### src/include/dbg_defs.svh
/*
 * Debug subsystem widths and constants
 * Shared by the RTL blocks and the testbench
 */

`ifndef DBG_DEFS_SVH
`define DBG_DEFS_SVH

// Data bus and AHB address width
`define DBG_XLEN 32

// CPU debug register address width
`define DBG_CPU_AW 16

// JTAG instruction register width
`define DBG_IR_W 4

// Debug data register length
// Layout {op, addr, data}, data leaves on TDO first, op is shifted in last
`define DBG_DR_W 67

// IDCODE value, bit 0 set as 1149.1 requires
`define DBG_IDCODE 32'h1000_0DDD

// Synchronizer depth on the JTAG pins
`define DBG_SYNC_STAGES 2

`endif

### src/hdl/dbg_pkg.sv
/*
 * Debug subsystem types
 * TAP states, JTAG instructions and debug command opcodes
 */

`include "dbg_defs.svh"

package dbg_pkg;

  // IEEE 1149.1 TAP controller states
  typedef enum logic [3:0] {
    TAP_RESET, TAP_IDLE,
    TAP_SEL_DR, TAP_CAP_DR, TAP_SH_DR, TAP_EX1_DR, TAP_PA_DR, TAP_EX2_DR, TAP_UPD_DR,
    TAP_SEL_IR, TAP_CAP_IR, TAP_SH_IR, TAP_EX1_IR, TAP_PA_IR, TAP_EX2_IR, TAP_UPD_IR
  } tap_state_e;

  // Instructions, any other code selects BYPASS
  typedef enum logic [`DBG_IR_W-1:0] {
    TAP_IR_IDCODE = 4'h1,
    TAP_IR_DEBUG  = 4'h8,
    TAP_IR_BYPASS = 4'hF
  } tap_instr_e;

  // Debug commands, top field of the data register
  typedef enum logic [2:0] {
    OP_NOP    = 3'd0,
    OP_MEM_RD = 3'd1,
    OP_MEM_WR = 3'd2,
    OP_CPU_RD = 3'd3,
    OP_CPU_WR = 3'd4,
    OP_CTRL   = 3'd5
  } dbg_op_e;

endpackage

### src/hdl/dbg_ifs.sv
/*
 * Debug subsystem interfaces
 * dbg_tap_if links the TAP to the debug register
 * dbg_req_if carries one command to a memory or CPU target
 */

`timescale 1ns/100ps

`include "dbg_defs.svh"

interface dbg_tap_if;
  // One-cycle tck edge strobes
  logic tck_rise;
  logic tck_fall;
  // DEBUG instruction loaded
  logic sel;
  // DR state flags, update is a pulse on entry
  logic capture;
  logic shift;
  logic update;
  // Serial data in and out of the debug register
  logic tdi;
  logic tdo;

  modport tap (output tck_rise, tck_fall, sel, capture, shift, update, tdi, input tdo);
  modport dr  (input tck_rise, sel, capture, shift, update, tdi, output tdo);
endinterface

interface dbg_req_if;
  // Request side, req is one cycle wide
  logic                 req;
  logic                 we;
  logic [`DBG_XLEN-1:0] addr;
  logic [`DBG_XLEN-1:0] wdata;
  // Response side, rdata and err valid with done
  logic [`DBG_XLEN-1:0] rdata;
  logic                 done;
  logic                 err;

  modport master (output req, we, addr, wdata, input rdata, done, err);
  modport target (input req, we, addr, wdata, output rdata, done, err);
endinterface

### src/hdl/dbg_tap_ctrl.sv
/*
 * JTAG TAP controller
 * Oversamples the JTAG pins in the hclk domain, runs the 1149.1 state
 * machine and holds the IR, IDCODE and BYPASS registers
 */

`timescale 1ns/100ps

`include "dbg_defs.svh"

module dbg_tap_ctrl (
  input  logic hclk_i,
  input  logic rst_n_i,
  input  logic jtag_tck_i,
  input  logic jtag_tms_i,
  input  logic jtag_tdi_i,
  output logic jtag_tdo_o,
  output logic jtag_tdo_oe_o,
  dbg_tap_if.tap tap
);

  localparam int SYNC = `DBG_SYNC_STAGES;
  localparam int IRW  = `DBG_IR_W;

  logic [SYNC-1:0]      tck_sync_q, tms_sync_q, tdi_sync_q;
  logic                 tck_prev_q;
  logic                 tck_rise_q, tck_fall_q;
  logic                 tms, tdi;
  dbg_pkg::tap_state_e  state_q, state_nxt;
  logic [IRW-1:0]       ir_shift_q, ir_q;
  logic [31:0]          idcode_q;
  logic                 bypass_q;
  logic                 upd_dr_q;
  logic                 tdo_q, tdo_oe_q;

  assign tms = tms_sync_q[SYNC-1];
  assign tdi = tdi_sync_q[SYNC-1];

  //////////////////////////////
  // Pin sync and edge detect
  //////////////////////////////

  // Strobes land 3 hclk after a tck pin edge
  always_ff @(posedge hclk_i) begin
    if (!rst_n_i) begin
      tck_sync_q <= '0;
      tms_sync_q <= '1;
      tdi_sync_q <= '0;
      tck_prev_q <= 1'b0;
      tck_rise_q <= 1'b0;
      tck_fall_q <= 1'b0;
    end else begin
      tck_sync_q <= {tck_sync_q[SYNC-2:0], jtag_tck_i};
      tms_sync_q <= {tms_sync_q[SYNC-2:0], jtag_tms_i};
      tdi_sync_q <= {tdi_sync_q[SYNC-2:0], jtag_tdi_i};
      tck_prev_q <= tck_sync_q[SYNC-1];
      tck_rise_q <= tck_sync_q[SYNC-1] & ~tck_prev_q;
      tck_fall_q <= ~tck_sync_q[SYNC-1] & tck_prev_q;
    end
  end

  //////////////////////////////
  // TAP state machine
  //////////////////////////////

  always_comb begin
    case (state_q)
      dbg_pkg::TAP_RESET:  state_nxt = tms ? dbg_pkg::TAP_RESET  : dbg_pkg::TAP_IDLE;
      dbg_pkg::TAP_IDLE:   state_nxt = tms ? dbg_pkg::TAP_SEL_DR : dbg_pkg::TAP_IDLE;
      dbg_pkg::TAP_SEL_DR: state_nxt = tms ? dbg_pkg::TAP_SEL_IR : dbg_pkg::TAP_CAP_DR;
      dbg_pkg::TAP_CAP_DR: state_nxt = tms ? dbg_pkg::TAP_EX1_DR : dbg_pkg::TAP_SH_DR;
      dbg_pkg::TAP_SH_DR:  state_nxt = tms ? dbg_pkg::TAP_EX1_DR : dbg_pkg::TAP_SH_DR;
      dbg_pkg::TAP_EX1_DR: state_nxt = tms ? dbg_pkg::TAP_UPD_DR : dbg_pkg::TAP_PA_DR;
      dbg_pkg::TAP_PA_DR:  state_nxt = tms ? dbg_pkg::TAP_EX2_DR : dbg_pkg::TAP_PA_DR;
      dbg_pkg::TAP_EX2_DR: state_nxt = tms ? dbg_pkg::TAP_UPD_DR : dbg_pkg::TAP_SH_DR;
      dbg_pkg::TAP_UPD_DR: state_nxt = tms ? dbg_pkg::TAP_SEL_DR : dbg_pkg::TAP_IDLE;
      dbg_pkg::TAP_SEL_IR: state_nxt = tms ? dbg_pkg::TAP_RESET  : dbg_pkg::TAP_CAP_IR;
      dbg_pkg::TAP_CAP_IR: state_nxt = tms ? dbg_pkg::TAP_EX1_IR : dbg_pkg::TAP_SH_IR;
      dbg_pkg::TAP_SH_IR:  state_nxt = tms ? dbg_pkg::TAP_EX1_IR : dbg_pkg::TAP_SH_IR;
      dbg_pkg::TAP_EX1_IR: state_nxt = tms ? dbg_pkg::TAP_UPD_IR : dbg_pkg::TAP_PA_IR;
      dbg_pkg::TAP_PA_IR:  state_nxt = tms ? dbg_pkg::TAP_EX2_IR : dbg_pkg::TAP_PA_IR;
      dbg_pkg::TAP_EX2_IR: state_nxt = tms ? dbg_pkg::TAP_UPD_IR : dbg_pkg::TAP_SH_IR;
      dbg_pkg::TAP_UPD_IR: state_nxt = tms ? dbg_pkg::TAP_SEL_DR : dbg_pkg::TAP_IDLE;
      default:             state_nxt = dbg_pkg::TAP_RESET;
    endcase
  end

  always_ff @(posedge hclk_i) begin
    if (!rst_n_i) begin
      state_q  <= dbg_pkg::TAP_RESET;
      ir_q     <= dbg_pkg::TAP_IR_IDCODE;
      upd_dr_q <= 1'b0;
      tdo_q    <= 1'b0;
      tdo_oe_q <= 1'b0;
    end else begin
      // Pulse in the first cycle of Update-DR
      upd_dr_q <= tck_rise_q && (state_nxt == dbg_pkg::TAP_UPD_DR);
      if (tck_rise_q) begin
        state_q <= state_nxt;
        // IR takes the shifted value on entry to Update-IR
        if (state_nxt == dbg_pkg::TAP_UPD_IR)
          ir_q <= ir_shift_q;
        else if (state_q == dbg_pkg::TAP_RESET)
          ir_q <= dbg_pkg::TAP_IR_IDCODE;
      end
      // TDO moves on the falling tck edge
      if (tck_fall_q) begin
        tdo_oe_q <= (state_q == dbg_pkg::TAP_SH_IR) || (state_q == dbg_pkg::TAP_SH_DR);
        if (state_q == dbg_pkg::TAP_SH_IR)
          tdo_q <= ir_shift_q[0];
        else if (ir_q == dbg_pkg::TAP_IR_IDCODE)
          tdo_q <= idcode_q[0];
        else if (ir_q == dbg_pkg::TAP_IR_DEBUG)
          tdo_q <= tap.tdo;
        else
          tdo_q <= bypass_q;
      end
    end
  end

  //////////////////////////////
  // IR, IDCODE and BYPASS shift
  //////////////////////////////

  always_ff @(posedge hclk_i) begin
    if (tck_rise_q) begin
      case (state_q)
        dbg_pkg::TAP_CAP_IR: ir_shift_q <= 4'b0001;
        dbg_pkg::TAP_SH_IR:  ir_shift_q <= {tdi, ir_shift_q[IRW-1:1]};
        dbg_pkg::TAP_CAP_DR: begin
          idcode_q <= `DBG_IDCODE;
          bypass_q <= 1'b0;
        end
        dbg_pkg::TAP_SH_DR: begin
          idcode_q <= {tdi, idcode_q[31:1]};
          bypass_q <= tdi;
        end
        default: ;
      endcase
    end
  end

  // Debug register side
  assign tap.tck_rise = tck_rise_q;
  assign tap.tck_fall = tck_fall_q;
  assign tap.sel      = (ir_q == dbg_pkg::TAP_IR_DEBUG);
  assign tap.capture  = (state_q == dbg_pkg::TAP_CAP_DR);
  assign tap.shift    = (state_q == dbg_pkg::TAP_SH_DR);
  assign tap.update   = upd_dr_q;
  assign tap.tdi      = tdi;

  assign jtag_tdo_o    = tdo_q;
  assign jtag_tdo_oe_o = tdo_oe_q;

endmodule

### src/hdl/dbg_cmd_unit.sv
/*
 * Debug command unit
 * Shifts the 67-bit debug register, decodes commands on Update-DR and
 * sends them to the memory or CPU target
 * Owns the stall, reset and status registers
 */

`timescale 1ns/100ps

`include "dbg_defs.svh"

module dbg_cmd_unit (
  input  logic hclk_i,
  input  logic rst_n_i,
  dbg_tap_if.dr     tap,
  dbg_req_if.master mem,
  dbg_req_if.master cpu,
  input  logic cpu_bp_i,
  output logic cpu_stall_o,
  output logic sys_rst_o
);

  localparam int XW  = `DBG_XLEN;
  localparam int DRW = `DBG_DR_W;

  logic [DRW-1:0]    dr_q;
  dbg_pkg::dbg_op_e  op;
  logic [XW-1:0]     cmd_addr, cmd_data;
  logic              upd_fire;
  logic              mem_req_q, cpu_req_q;
  logic              we_q;
  logic [XW-1:0]     addr_q, wdata_q, rdata_q;
  logic              busy_q, err_q, stall_q, sys_rst_q, bp_seen_q, bp_q;
  logic              done, done_err;
  logic [XW-1:0]     done_rdata;

  // Field split of the shifted register
  assign op       = dbg_pkg::dbg_op_e'(dr_q[DRW-1 -: 3]);
  assign cmd_addr = dr_q[XW +: XW];
  assign cmd_data = dr_q[0 +: XW];
  assign upd_fire = tap.update & tap.sel;

  // Only one target is ever busy
  assign done       = mem.done | cpu.done;
  assign done_rdata = mem.done ? mem.rdata : cpu.rdata;
  assign done_err   = (mem.done & mem.err) | (cpu.done & cpu.err);

  //////////////////////////////
  // Debug data register
  //////////////////////////////

  // Capture loads status with the op field as NOP
  always_ff @(posedge hclk_i) begin
    if (tap.tck_rise && tap.sel) begin
      if (tap.capture)
        dr_q <= {3'b000, {(XW-4){1'b0}}, bp_seen_q, stall_q, err_q, busy_q, rdata_q};
      else if (tap.shift)
        dr_q <= {tap.tdi, dr_q[DRW-1:1]};
    end
  end

  assign tap.tdo = dr_q[0];

  // Command fields held for the target
  always_ff @(posedge hclk_i) begin
    if (upd_fire && !busy_q) begin
      we_q    <= (op == dbg_pkg::OP_MEM_WR) || (op == dbg_pkg::OP_CPU_WR);
      wdata_q <= cmd_data;
      addr_q  <= cmd_addr;
    end
    if (done && !we_q)
      rdata_q <= done_rdata;
  end

  //////////////////////////////
  // Dispatch and status
  //////////////////////////////

  always_ff @(posedge hclk_i) begin
    if (!rst_n_i) begin
      mem_req_q <= 1'b0;
      cpu_req_q <= 1'b0;
      busy_q    <= 1'b0;
      err_q     <= 1'b0;
      stall_q   <= 1'b0;
      sys_rst_q <= 1'b0;
      bp_seen_q <= 1'b0;
      bp_q      <= 1'b0;
    end else begin
      mem_req_q <= 1'b0;
      cpu_req_q <= 1'b0;
      bp_q      <= cpu_bp_i;
      if (done) begin
        busy_q <= 1'b0;
        err_q  <= err_q | done_err;
      end
      // Breakpoint edge halts the core
      if (cpu_bp_i && !bp_q) begin
        stall_q   <= 1'b1;
        bp_seen_q <= 1'b1;
      end
      if (upd_fire) begin
        if (busy_q)
          // Dropped command
          err_q <= 1'b1;
        else begin
          case (op)
            dbg_pkg::OP_MEM_RD, dbg_pkg::OP_MEM_WR: begin
              mem_req_q <= 1'b1;
              busy_q    <= 1'b1;
            end
            dbg_pkg::OP_CPU_RD, dbg_pkg::OP_CPU_WR: begin
              cpu_req_q <= 1'b1;
              busy_q    <= 1'b1;
            end
            dbg_pkg::OP_CTRL: begin
              stall_q   <= cmd_data[0];
              sys_rst_q <= cmd_data[1];
              // Bit 2 clears the sticky flags
              if (cmd_data[2]) begin
                err_q     <= 1'b0;
                bp_seen_q <= 1'b0;
              end
            end
            default: ;
          endcase
        end
      end
    end
  end

  assign mem.req   = mem_req_q;
  assign mem.we    = we_q;
  assign mem.addr  = addr_q;
  assign mem.wdata = wdata_q;
  assign cpu.req   = cpu_req_q;
  assign cpu.we    = we_q;
  assign cpu.addr  = addr_q;
  assign cpu.wdata = wdata_q;

  assign cpu_stall_o = stall_q;
  assign sys_rst_o   = sys_rst_q;

endmodule

### src/hdl/dbg_ahb_master.sv
/*
 * Debug AHB-Lite master
 * One NONSEQ word transfer per request, no bursts
 */

`timescale 1ns/100ps

`include "dbg_defs.svh"

module dbg_ahb_master (
  input  logic                 hclk_i,
  input  logic                 rst_n_i,
  dbg_req_if.target            req,
  output logic                 hsel_o,
  output logic [`DBG_XLEN-1:0] haddr_o,
  output logic [`DBG_XLEN-1:0] hwdata_o,
  input  logic [`DBG_XLEN-1:0] hrdata_i,
  output logic                 hwrite_o,
  output logic [2:0]           hsize_o,
  output logic [1:0]           htrans_o,
  input  logic                 hready_i,
  input  logic                 hresp_i
);

  localparam logic [1:0] HTRANS_IDLE   = 2'b00;
  localparam logic [1:0] HTRANS_NONSEQ = 2'b10;
  localparam logic [2:0] HSIZE_WORD    = 3'b010;

  typedef enum logic [1:0] {AHB_IDLE, AHB_ADDR, AHB_DATA} ahb_state_e;

  ahb_state_e           state_q;
  logic                 hsel_q;
  logic [1:0]           htrans_q;
  logic                 hwrite_q;
  logic [`DBG_XLEN-1:0] haddr_q, hwdata_q, rdata_q;
  logic                 done_q, err_q;

  always_ff @(posedge hclk_i) begin
    if (!rst_n_i) begin
      state_q  <= AHB_IDLE;
      hsel_q   <= 1'b0;
      htrans_q <= HTRANS_IDLE;
      done_q   <= 1'b0;
    end else begin
      done_q <= 1'b0;
      case (state_q)
        AHB_IDLE: if (req.req) begin
          state_q  <= AHB_ADDR;
          hsel_q   <= 1'b1;
          htrans_q <= HTRANS_NONSEQ;
        end
        // Single address phase, then idle on the bus
        AHB_ADDR: begin
          state_q  <= AHB_DATA;
          hsel_q   <= 1'b0;
          htrans_q <= HTRANS_IDLE;
        end
        // Wait states stretch this phase
        AHB_DATA: if (hready_i) begin
          state_q <= AHB_IDLE;
          done_q  <= 1'b1;
        end
        default: state_q <= AHB_IDLE;
      endcase
    end
  end

  // Address and data held across the whole transfer
  always_ff @(posedge hclk_i) begin
    if (state_q == AHB_IDLE && req.req) begin
      haddr_q  <= req.addr;
      hwrite_q <= req.we;
      hwdata_q <= req.wdata;
    end
    if (state_q == AHB_DATA && hready_i) begin
      rdata_q <= hrdata_i;
      err_q   <= hresp_i;
    end
  end

  assign hsel_o   = hsel_q;
  assign htrans_o = htrans_q;
  assign haddr_o  = haddr_q;
  assign hwrite_o = hwrite_q;
  assign hwdata_o = hwdata_q;
  assign hsize_o  = HSIZE_WORD;

  assign req.done  = done_q;
  assign req.rdata = rdata_q;
  assign req.err   = err_q;

endmodule

### src/hdl/dbg_cpu_port.sv
/*
 * CPU debug register port
 * Holds strobe, address and write data until the core acks
 */

`timescale 1ns/100ps

`include "dbg_defs.svh"

module dbg_cpu_port (
  input  logic                 hclk_i,
  input  logic                 rst_n_i,
  dbg_req_if.target            req,
  output logic                 cpu_strb_o,
  output logic                 cpu_we_o,
  output logic [`DBG_XLEN-1:0] cpu_addr_o,
  output logic [`DBG_XLEN-1:0] cpu_dati_o,
  input  logic [`DBG_XLEN-1:0] cpu_dato_i,
  input  logic                 cpu_ack_i
);

  logic                 strb_q, done_q, we_q;
  logic [`DBG_XLEN-1:0] addr_q, dati_q, rdata_q;

  // Strobe from the cycle after req up to ack
  always_ff @(posedge hclk_i) begin
    if (!rst_n_i) begin
      strb_q <= 1'b0;
      done_q <= 1'b0;
    end else begin
      done_q <= 1'b0;
      if (!strb_q && req.req)
        strb_q <= 1'b1;
      else if (strb_q && cpu_ack_i) begin
        strb_q <= 1'b0;
        done_q <= 1'b1;
      end
    end
  end

  always_ff @(posedge hclk_i) begin
    if (!strb_q && req.req) begin
      we_q   <= req.we;
      addr_q <= req.addr;
      dati_q <= req.wdata;
    end
    // Read data sampled on the ack cycle
    if (strb_q && cpu_ack_i)
      rdata_q <= cpu_dato_i;
  end

  assign cpu_strb_o = strb_q;
  assign cpu_we_o   = we_q;
  assign cpu_addr_o = addr_q;
  assign cpu_dati_o = dati_q;

  assign req.done  = done_q;
  assign req.rdata = rdata_q;
  // Register port has no error response
  assign req.err   = 1'b0;

endmodule

### src/hdl/dbg_system_top.sv
/*
 * JTAG debug subsystem top
 * TAP, command unit, AHB master and CPU port on one hclk domain
 */

`timescale 1ns/100ps

`include "dbg_defs.svh"

module dbg_system_top (
  input  logic                   hclk_i,
  input  logic                   rst_n_i,
  // JTAG pins
  input  logic                   jtag_tck_i,
  input  logic                   jtag_tms_i,
  input  logic                   jtag_tdi_i,
  output logic                   jtag_tdo_o,
  output logic                   jtag_tdo_oe_o,
  // AHB-Lite debug master
  output logic                   ahb_hsel_o,
  output logic [`DBG_XLEN-1:0]   ahb_haddr_o,
  output logic [`DBG_XLEN-1:0]   ahb_hwdata_o,
  input  logic [`DBG_XLEN-1:0]   ahb_hrdata_i,
  output logic                   ahb_hwrite_o,
  output logic [2:0]             ahb_hsize_o,
  output logic [1:0]             ahb_htrans_o,
  input  logic                   ahb_hready_i,
  input  logic                   ahb_hresp_i,
  // CPU debug port
  output logic                   cpu_strb_o,
  output logic                   cpu_we_o,
  output logic [`DBG_CPU_AW-1:0] cpu_addr_o,
  output logic [`DBG_XLEN-1:0]   cpu_dati_o,
  input  logic [`DBG_XLEN-1:0]   cpu_dato_i,
  input  logic                   cpu_ack_i,
  input  logic                   cpu_bp_i,
  output logic                   cpu_stall_o,
  output logic                   sysrst_o
);

  logic [`DBG_XLEN-1:0] cpu_addr_full;

  dbg_tap_if tap_if ();
  dbg_req_if mem_if ();
  dbg_req_if cpu_if ();

  dbg_tap_ctrl u_tap (
    .hclk_i       (hclk_i),
    .rst_n_i      (rst_n_i),
    .jtag_tck_i   (jtag_tck_i),
    .jtag_tms_i   (jtag_tms_i),
    .jtag_tdi_i   (jtag_tdi_i),
    .jtag_tdo_o   (jtag_tdo_o),
    .jtag_tdo_oe_o(jtag_tdo_oe_o),
    .tap          (tap_if.tap)
  );

  dbg_cmd_unit u_cmd (
    .hclk_i     (hclk_i),
    .rst_n_i    (rst_n_i),
    .tap        (tap_if.dr),
    .mem        (mem_if.master),
    .cpu        (cpu_if.master),
    .cpu_bp_i   (cpu_bp_i),
    .cpu_stall_o(cpu_stall_o),
    .sys_rst_o  (sysrst_o)
  );

  dbg_ahb_master u_ahb (
    .hclk_i  (hclk_i),
    .rst_n_i (rst_n_i),
    .req     (mem_if.target),
    .hsel_o  (ahb_hsel_o),
    .haddr_o (ahb_haddr_o),
    .hwdata_o(ahb_hwdata_o),
    .hrdata_i(ahb_hrdata_i),
    .hwrite_o(ahb_hwrite_o),
    .hsize_o (ahb_hsize_o),
    .htrans_o(ahb_htrans_o),
    .hready_i(ahb_hready_i),
    .hresp_i (ahb_hresp_i)
  );

  dbg_cpu_port u_cpu (
    .hclk_i    (hclk_i),
    .rst_n_i   (rst_n_i),
    .req       (cpu_if.target),
    .cpu_strb_o(cpu_strb_o),
    .cpu_we_o  (cpu_we_o),
    .cpu_addr_o(cpu_addr_full),
    .cpu_dati_o(cpu_dati_o),
    .cpu_dato_i(cpu_dato_i),
    .cpu_ack_i (cpu_ack_i)
  );

  // Core decodes only the low register address bits
  assign cpu_addr_o = cpu_addr_full[`DBG_CPU_AW-1:0];

endmodule

### config.mk
export PLATFORM = sky130hd
export DESIGN_NAME = dbg_system_top
export DESIGN_NICKNAME = d
export VERILOG_FILES = /design/src/hdl/dbg_pkg.sv /design/src/hdl/dbg_ifs.sv /design/src/hdl/dbg_tap_ctrl.sv /design/src/hdl/dbg_cmd_unit.sv /design/src/hdl/dbg_ahb_master.sv /design/src/hdl/dbg_cpu_port.sv /design/src/hdl/dbg_system_top.sv
export VERILOG_INCLUDE_DIRS = /design/src /design/src/include
export SDC_FILE = /design/constraint.sdc
export NUM_CORES = 1
export LEC_CHECK = 0
export BUFFER_PORTS_ARGS = -buffer_cell sky130_fd_sc_hd__buf_2
export CAP_MARGIN = 20
export CORE_ASPECT_RATIO = 1.5
export CORE_UTILIZATION = 40
export DETAILED_ROUTE_END_ITERATION = 8
export SYNTH_ARGS = -nofsm -noshare
export SYNTH_HDL_FRONTEND = slang
export SYNTH_SLANG_ARGS = --single-unit
### constraint.sdc
create_clock -name hclk_i -period 3.7 [get_ports hclk_i]
set_input_delay 0.185 -clock hclk_i [delete_from_list [all_inputs] [get_ports hclk_i]]
set_output_delay 0.185 -clock hclk_i [all_outputs]
set_load 0.05 [all_outputs]
* Word level (Yosys, flattened, before mapping)
Cells that the tools add are included.
Word-level totals: register bits 416, output and inout port bits 125, input port bits 73, logic and storage cells 175
Operators by class: multiplexer cells 55, reduce and logical (&&, ||, !) cells 38, bitwise gates (word level) 11, equal/unequal tests 28
Operators with widths (number):
- $mux W67 | 1
- $pmux W32 S2 | 1
- $pmux W4 S12 | 1
- $eq A4 B4 Y1 const B | 11
- $mux W36 | 1
- $mux W32 | 1
- $mux W1 | 31
- $mux W4 | 6
- $eq A4 B3 Y1 const B | 4
- $reduce_and A2 Y1 | 7
- $mux W2 | 6
- $reduce_bool A2 Y1 | 5
- $reduce_or A2 Y1 | 5
- $logic_and A1 B1 Y1 | 9
- $eq A4 B1 Y1 const B | 2
- $eq A4 B2 Y1 const B | 2
- $pmux W4 S2 | 1
- $eq A3 B2 Y1 const B | 2
- $eq A3 B3 Y1 const B | 2
- $mux W3 | 2
- $pmux W2 S3 | 1
- $reduce_or A3 Y1 | 2
- $not A1 Y1 | 5
- $and A1 B1 Y1 | 4
- other kinds (13) | 20

* Depth between registers and ports, before layout
word-level depth 7, depth in mapped cells 6, gate-level depth less buffers 4

* Cells and area by module
Synthesis repeated with hierarchy kept, for this count alone.
Second synthesis, totals: cells, all modules 802, area, all modules 15325.9 um^2
By module, submodules not included:
- dbg_cmd_unit | cells each 384, instances 1, seq. area each 5084.9 um^2, area each 6836.6 um^2
- dbg_ahb_master | cells each 120, instances 1, seq. area each 3022.9 um^2, area each 3146.8 um^2
- dbg_cpu_port | cells each 106, instances 1, seq. area each 2952.8 um^2, area each 2997.9 um^2
- dbg_tap_ctrl | cells each 192, instances 1, seq. area each 1511.4 um^2, area each 2344.7 um^2

* Worst setup path after synthesis
OpenSTA, ideal clock, no wires.
kind register -> register, from register u_tap.state_q[0], to register u_cmd.dr_q[0], enable pin, slack -362 ps, path buffers 1, required time 3268 ps, period minus slack after synthesis 4062 ps, arrival time 3630 ps, cell stages (with the launch flop) 6, library setup time 432 ps, cells stage by stage dfxtp_1 -> inv_2 -> nor4b_4 -> buf_4 -> o21a_1 -> and2_1
On the way: word-level cells in the longest chain between the ends 3, elaborated cells between the ends (all ways) 4, those cells by class 2 x eq/ne; 2 x reduce/logical
Ends and longest elaborated chain:
- start: declaration | line dbg_tap_ctrl.sv:29 | dbg_pkg::tap_state_e state_q, state_nxt;
- start signal: assignment | line dbg_tap_ctrl.sv:90 | state_q <= dbg_pkg::TAP_RESET;
- start signal: assignment | line dbg_tap_ctrl.sv:99 | state_q <= state_nxt;
- $eq A4 B2 Y1 / $eq A4 B3 Y1 (equally long branches) | line dbg_tap_ctrl.sv:147, dbg_tap_ctrl.sv:148
- $reduce_bool A2 Y1 (no line) *
- $reduce_and A2 Y1 (no line) *
- end signal: assignment | line dbg_cmd_unit.sv:56 | dr_q <= {3'b000, {(XW-4){1'b0}}, bp_seen_q, stall_q, err_q, busy_q, rdata_q};
- end signal: assignment | line dbg_cmd_unit.sv:58 | dr_q <= {tap.tdi, dr_q[DRW-1:1]};
- end: declaration | line dbg_cmd_unit.sv:26 | logic [DRW-1:0] dr_q;
Every way passes the cells marked *; elsewhere a longest branch is shown, timed or not. A chain may end at the register's enable or synchronous reset.

* Worst setup path after layout
from register u_tap.ir_q[0], to register u_cmd.wdata_q[16] (netlist: u_cmd.cpu.wdata[16]), enable pin
On the way: word-level cells in the longest chain between the ends 3
Ends and longest elaborated chain:
- start: declaration | line dbg_tap_ctrl.sv:30 | logic [IRW-1:0] ir_shift_q, ir_q;
- start signal: assignment | line dbg_tap_ctrl.sv:91 | ir_q <= dbg_pkg::TAP_IR_IDCODE;
- start signal: assignment | line dbg_tap_ctrl.sv:102 | ir_q <= ir_shift_q;
- start signal: assignment | line dbg_tap_ctrl.sv:104 | ir_q <= dbg_pkg::TAP_IR_IDCODE;
- $eq A4 B4 Y1 | line dbg_tap_ctrl.sv:146 | assign tap.sel = (ir_q == dbg_pkg::TAP_IR_DEBUG);
- $and A1 B1 Y1 | line dbg_cmd_unit.sv:41 | assign upd_fire = tap.update & tap.sel;
- $logic_and A1 B1 Y1 | line dbg_cmd_unit.sv:66 | if (upd_fire && !busy_q) begin
- end signal: assignment | line dbg_cmd_unit.sv:68 | wdata_q <= cmd_data;
- end: declaration | line dbg_cmd_unit.sv:32 | logic [XW-1:0] addr_q, wdata_q, rdata_q;
Every way passes these cells.

==> results.yml <==
die:
  ioPinCount: 198
  fp.dieW_um: 156
  initial_core_util: 0.407
  die-height_um: 233
  die-area_sq_um: 36500
  coreArea_sq_um: 35100
  row_count: 84
sta:
  slew_headroom: 0.322
  fmax_ghz: 0.383
  hold_violations: 0
  slew_violations: 0
  rsz0062_at_grt: "no"
  fin_crit_ns: 2.61
  skew_ns: 0.0240
  setup_viol: 0
  fin_crit_sh: 0.705
  tns_ns: 0
  worst_slack_ns: 1.09
  tightestPinTransition_ns: 1.02
critical_path:
  path_class: "reg2reg"
  crit_required_ns: 3.93
  crit_fanout: 58
  start_kind: "flop"
  crit_start: "u_tap.ir_q[0]"
  arrival_ns: 2.83
  worst_setup_path_end_kind: "flop"
  reg2reg_from: "u_tap.ir_q[0]"
detailed_routing:
  routed_wl_um: 26000
  num_vias: 6893
  ant_nets: 0
  wl_per_cell_um: 17.3
  viasPerCell: 4.59
  drt_pass1_iterations: 5
  drcViolationCount: 0
  drt-initial-drc-count: 359
clocking:
  post-cts-setup-buffers: 0
  postCtsHoldBufs: 71
  cts_tree: "yes"
  cts_resized: 0
  clockBufferDepth: 3
  cts_htree_levels: 2
  root_buffer: "clkbuf_16"
  path_clk_slew_ns: 0.07
  clock_sinks: 414
  numCtsBuffers: 37
  clk_latency_ns: 0.54
synthesis:
  synthCells: 718
  ys.flop_type: "edfxtp_1"
  syn_area_sq_um: 14300
  ys_seq_area_frac: 0.847
  synthArstFlopShare: 0
  yosysWarningCount: 0
  synth_edf_count: 380
  avgSynthCellArea_sq_um: 19.9
  synthDistinctLibCells: 43
  ys_seq_elements: 414
finish:
  nNetsFinal: 1073
  drive_gt1_frac: 0.323
  final_cells: 1501
  regArea_sq_um: 12100
  syn2layout_area_growth_pct: 23.7
  fillers: 2918
  fin_area_sq_um: 17700
  multiInputGateArea_sq_um: 2050
place:
  placed_cells: 1363
  dpl-instance-area_sq_um: 15800
  dpl_worst_slack_ns: 1.04
  port_buffers: 193
  dp_hpwl_um: 16100
  globalplace.congestion: 0.753
run:
  max_cap_violations: 0
grt:
  grt-ovfl-total: 0
  grt_max_degree: 68
  antenna_found_initial: 1
  grt_pass1_wl_um: 39000
  grt_pass1_vias: 6974
  track_usage: 0.144
outcome:
  status: "finished clean"
worst_hold_path:
  hp-class: "in2reg"
  hp-start: "rst_n_i"
power_and_ir_drop:
  power.leakage_nw: 6.13
  ir_drop_mv: 0.358
  power_mw: 8.91
  p_per_area_nw_per_um2: 504
cell usage after synthesis (3+ instances only):
library cell,instances,share of area
nand2_1,12,0.0032
xnor2_1,3,0.0018
mux2_2,68,0.054
buf_4,9,0.0047
nor2_1,14,0.0037
clkbuf_1,16,0.0042
a22oi_1,3,0.0016
and3_1,4,0.0018
buf_2,6,0.0021
a21oi_1,11,0.0039
o21ai_0,13,0.0046
edfxtp_1,380,0.80
nand2b_1,17,0.0074
o21a_1,4,0.0021
nand3_1,7,0.0025
and2_1,36,0.016
nor2b_1,39,0.017
nor3_1,6,0.0021
mux2i_1,3,0.0021
dfxtp_1,34,0.048
cells in the final DEF, fill, tap and decap left out, types with 3 or more instances in the layout:
master         instances
a21oi_1               11
a22oi_1                3
and2_1                33
and3_1                 3
buf_2                193
buf_4                  8
clkbuf_1              12
clkbuf_16             37
clkbuf_8               4
clkinv_1               3
conb_1                 4
dfxtp_1               33
dlygate4sd3_1         71
edfxtp_1             380
mux2_2                68
mux2i_1                3
nand2_1               12
nand2b_1              17
nand3_1                7
nor2_1                13
nor2b_1               38
nor3_1                 6
o21a_1                 4
o21ai_0               13
xnor2_1                3
where the power goes:
group / leakage, nW / internal (mW) / switching, mW
Combinational: 1.84 / 0.0858 / 0.0524
Clock: 0.570 / 2.09 / 1.62
Sequential: 3.72 / 5.05 / 0.0104
metrics by stage:
stage / hold slack (ns) / util
2_1_floorplan: 0.258 / -
3_3_place_gp: 0.361 / 0.449
3_5_place_dp: 0.363 / 0.449
4_1_cts: 0.0559 / 0.503
5_1_grt: 0.0679 / 0.503
6_report: 0.0620 / 0.503
critical path, stage by stage (launching register included):
cell,delay (ns)
dfxtp_1,0.36
nor4b_1,0.70
and3b_4,0.90
buf_4,0.33
sequential cells by signal, summed over array words and instances (netlist names), 2 cells and up:
| register | flops |
|---|---|
| u_tap.tck_sync_q | 2 |
| u_tap.ir_shift_q | 4 |
| u_tap.state_q | 4 |
| u_ahb.haddr_o | 32 |
| u_ahb.hwdata_o | 32 |
| u_cpu.cpu_addr_o | 16 |
| u_cmd.rdata_q | 32 |
| u_ahb.state_q | 2 |
| u_ahb.req.rdata | 32 |
| u_tap.idcode_q | 32 |
| u_cpu.req.rdata | 32 |
| u_cmd.cpu.wdata | 32 |
| u_tap.tms_sync_q | 2 |
| u_cmd.dr_q | 67 |
| u_tap.ir_q | 4 |
| u_cmd.cpu.addr | 32 |
| u_cpu.cpu_dati_o | 32 |
| u_tap.tdi_sync_q | 2 |
per-layer routing:
metal,track usage,share of wire
met4,0.0607,0.030
met3,0.0271,0.050
met1,0.166,0.39
met5,0,0
met2,0.258,0.53
final timing paths:
| check | to | slack [ns] | cells past startpoint |
|---|---|---|---|
| min | u_tap.tms_sync_q[0] | 0.06 | 2 |
| max reg2reg | u_cmd.cpu.wdata[16] | 1.09 | 3 |
| min reg2reg | u_tap.tms_sync_q[1] | 0.41 | 1 |
| max | u_cmd.cpu.wdata[16] | 1.09 | 3 |
cells by family after synthesis:
family | share of synthesized area
compound gates | 0.0190
xor+xnor | 0.00245
buf+inv | 0.0121
flops | 0.847
mux | 0.0557
other cells | 0.000526
simple gates | 0.0636
area by class of cell:
class	instances	area share
sequential	414	0.684
multi-input combinational	271	0.116
timing repair buffer	272	0.0983
clock buffer	53	0.0581
tap	473	0.0335
clock inverter	13	0.00850
inverter	4	0.000850
antenna	1	0.000142
Power figures use the tool's default switching activity.
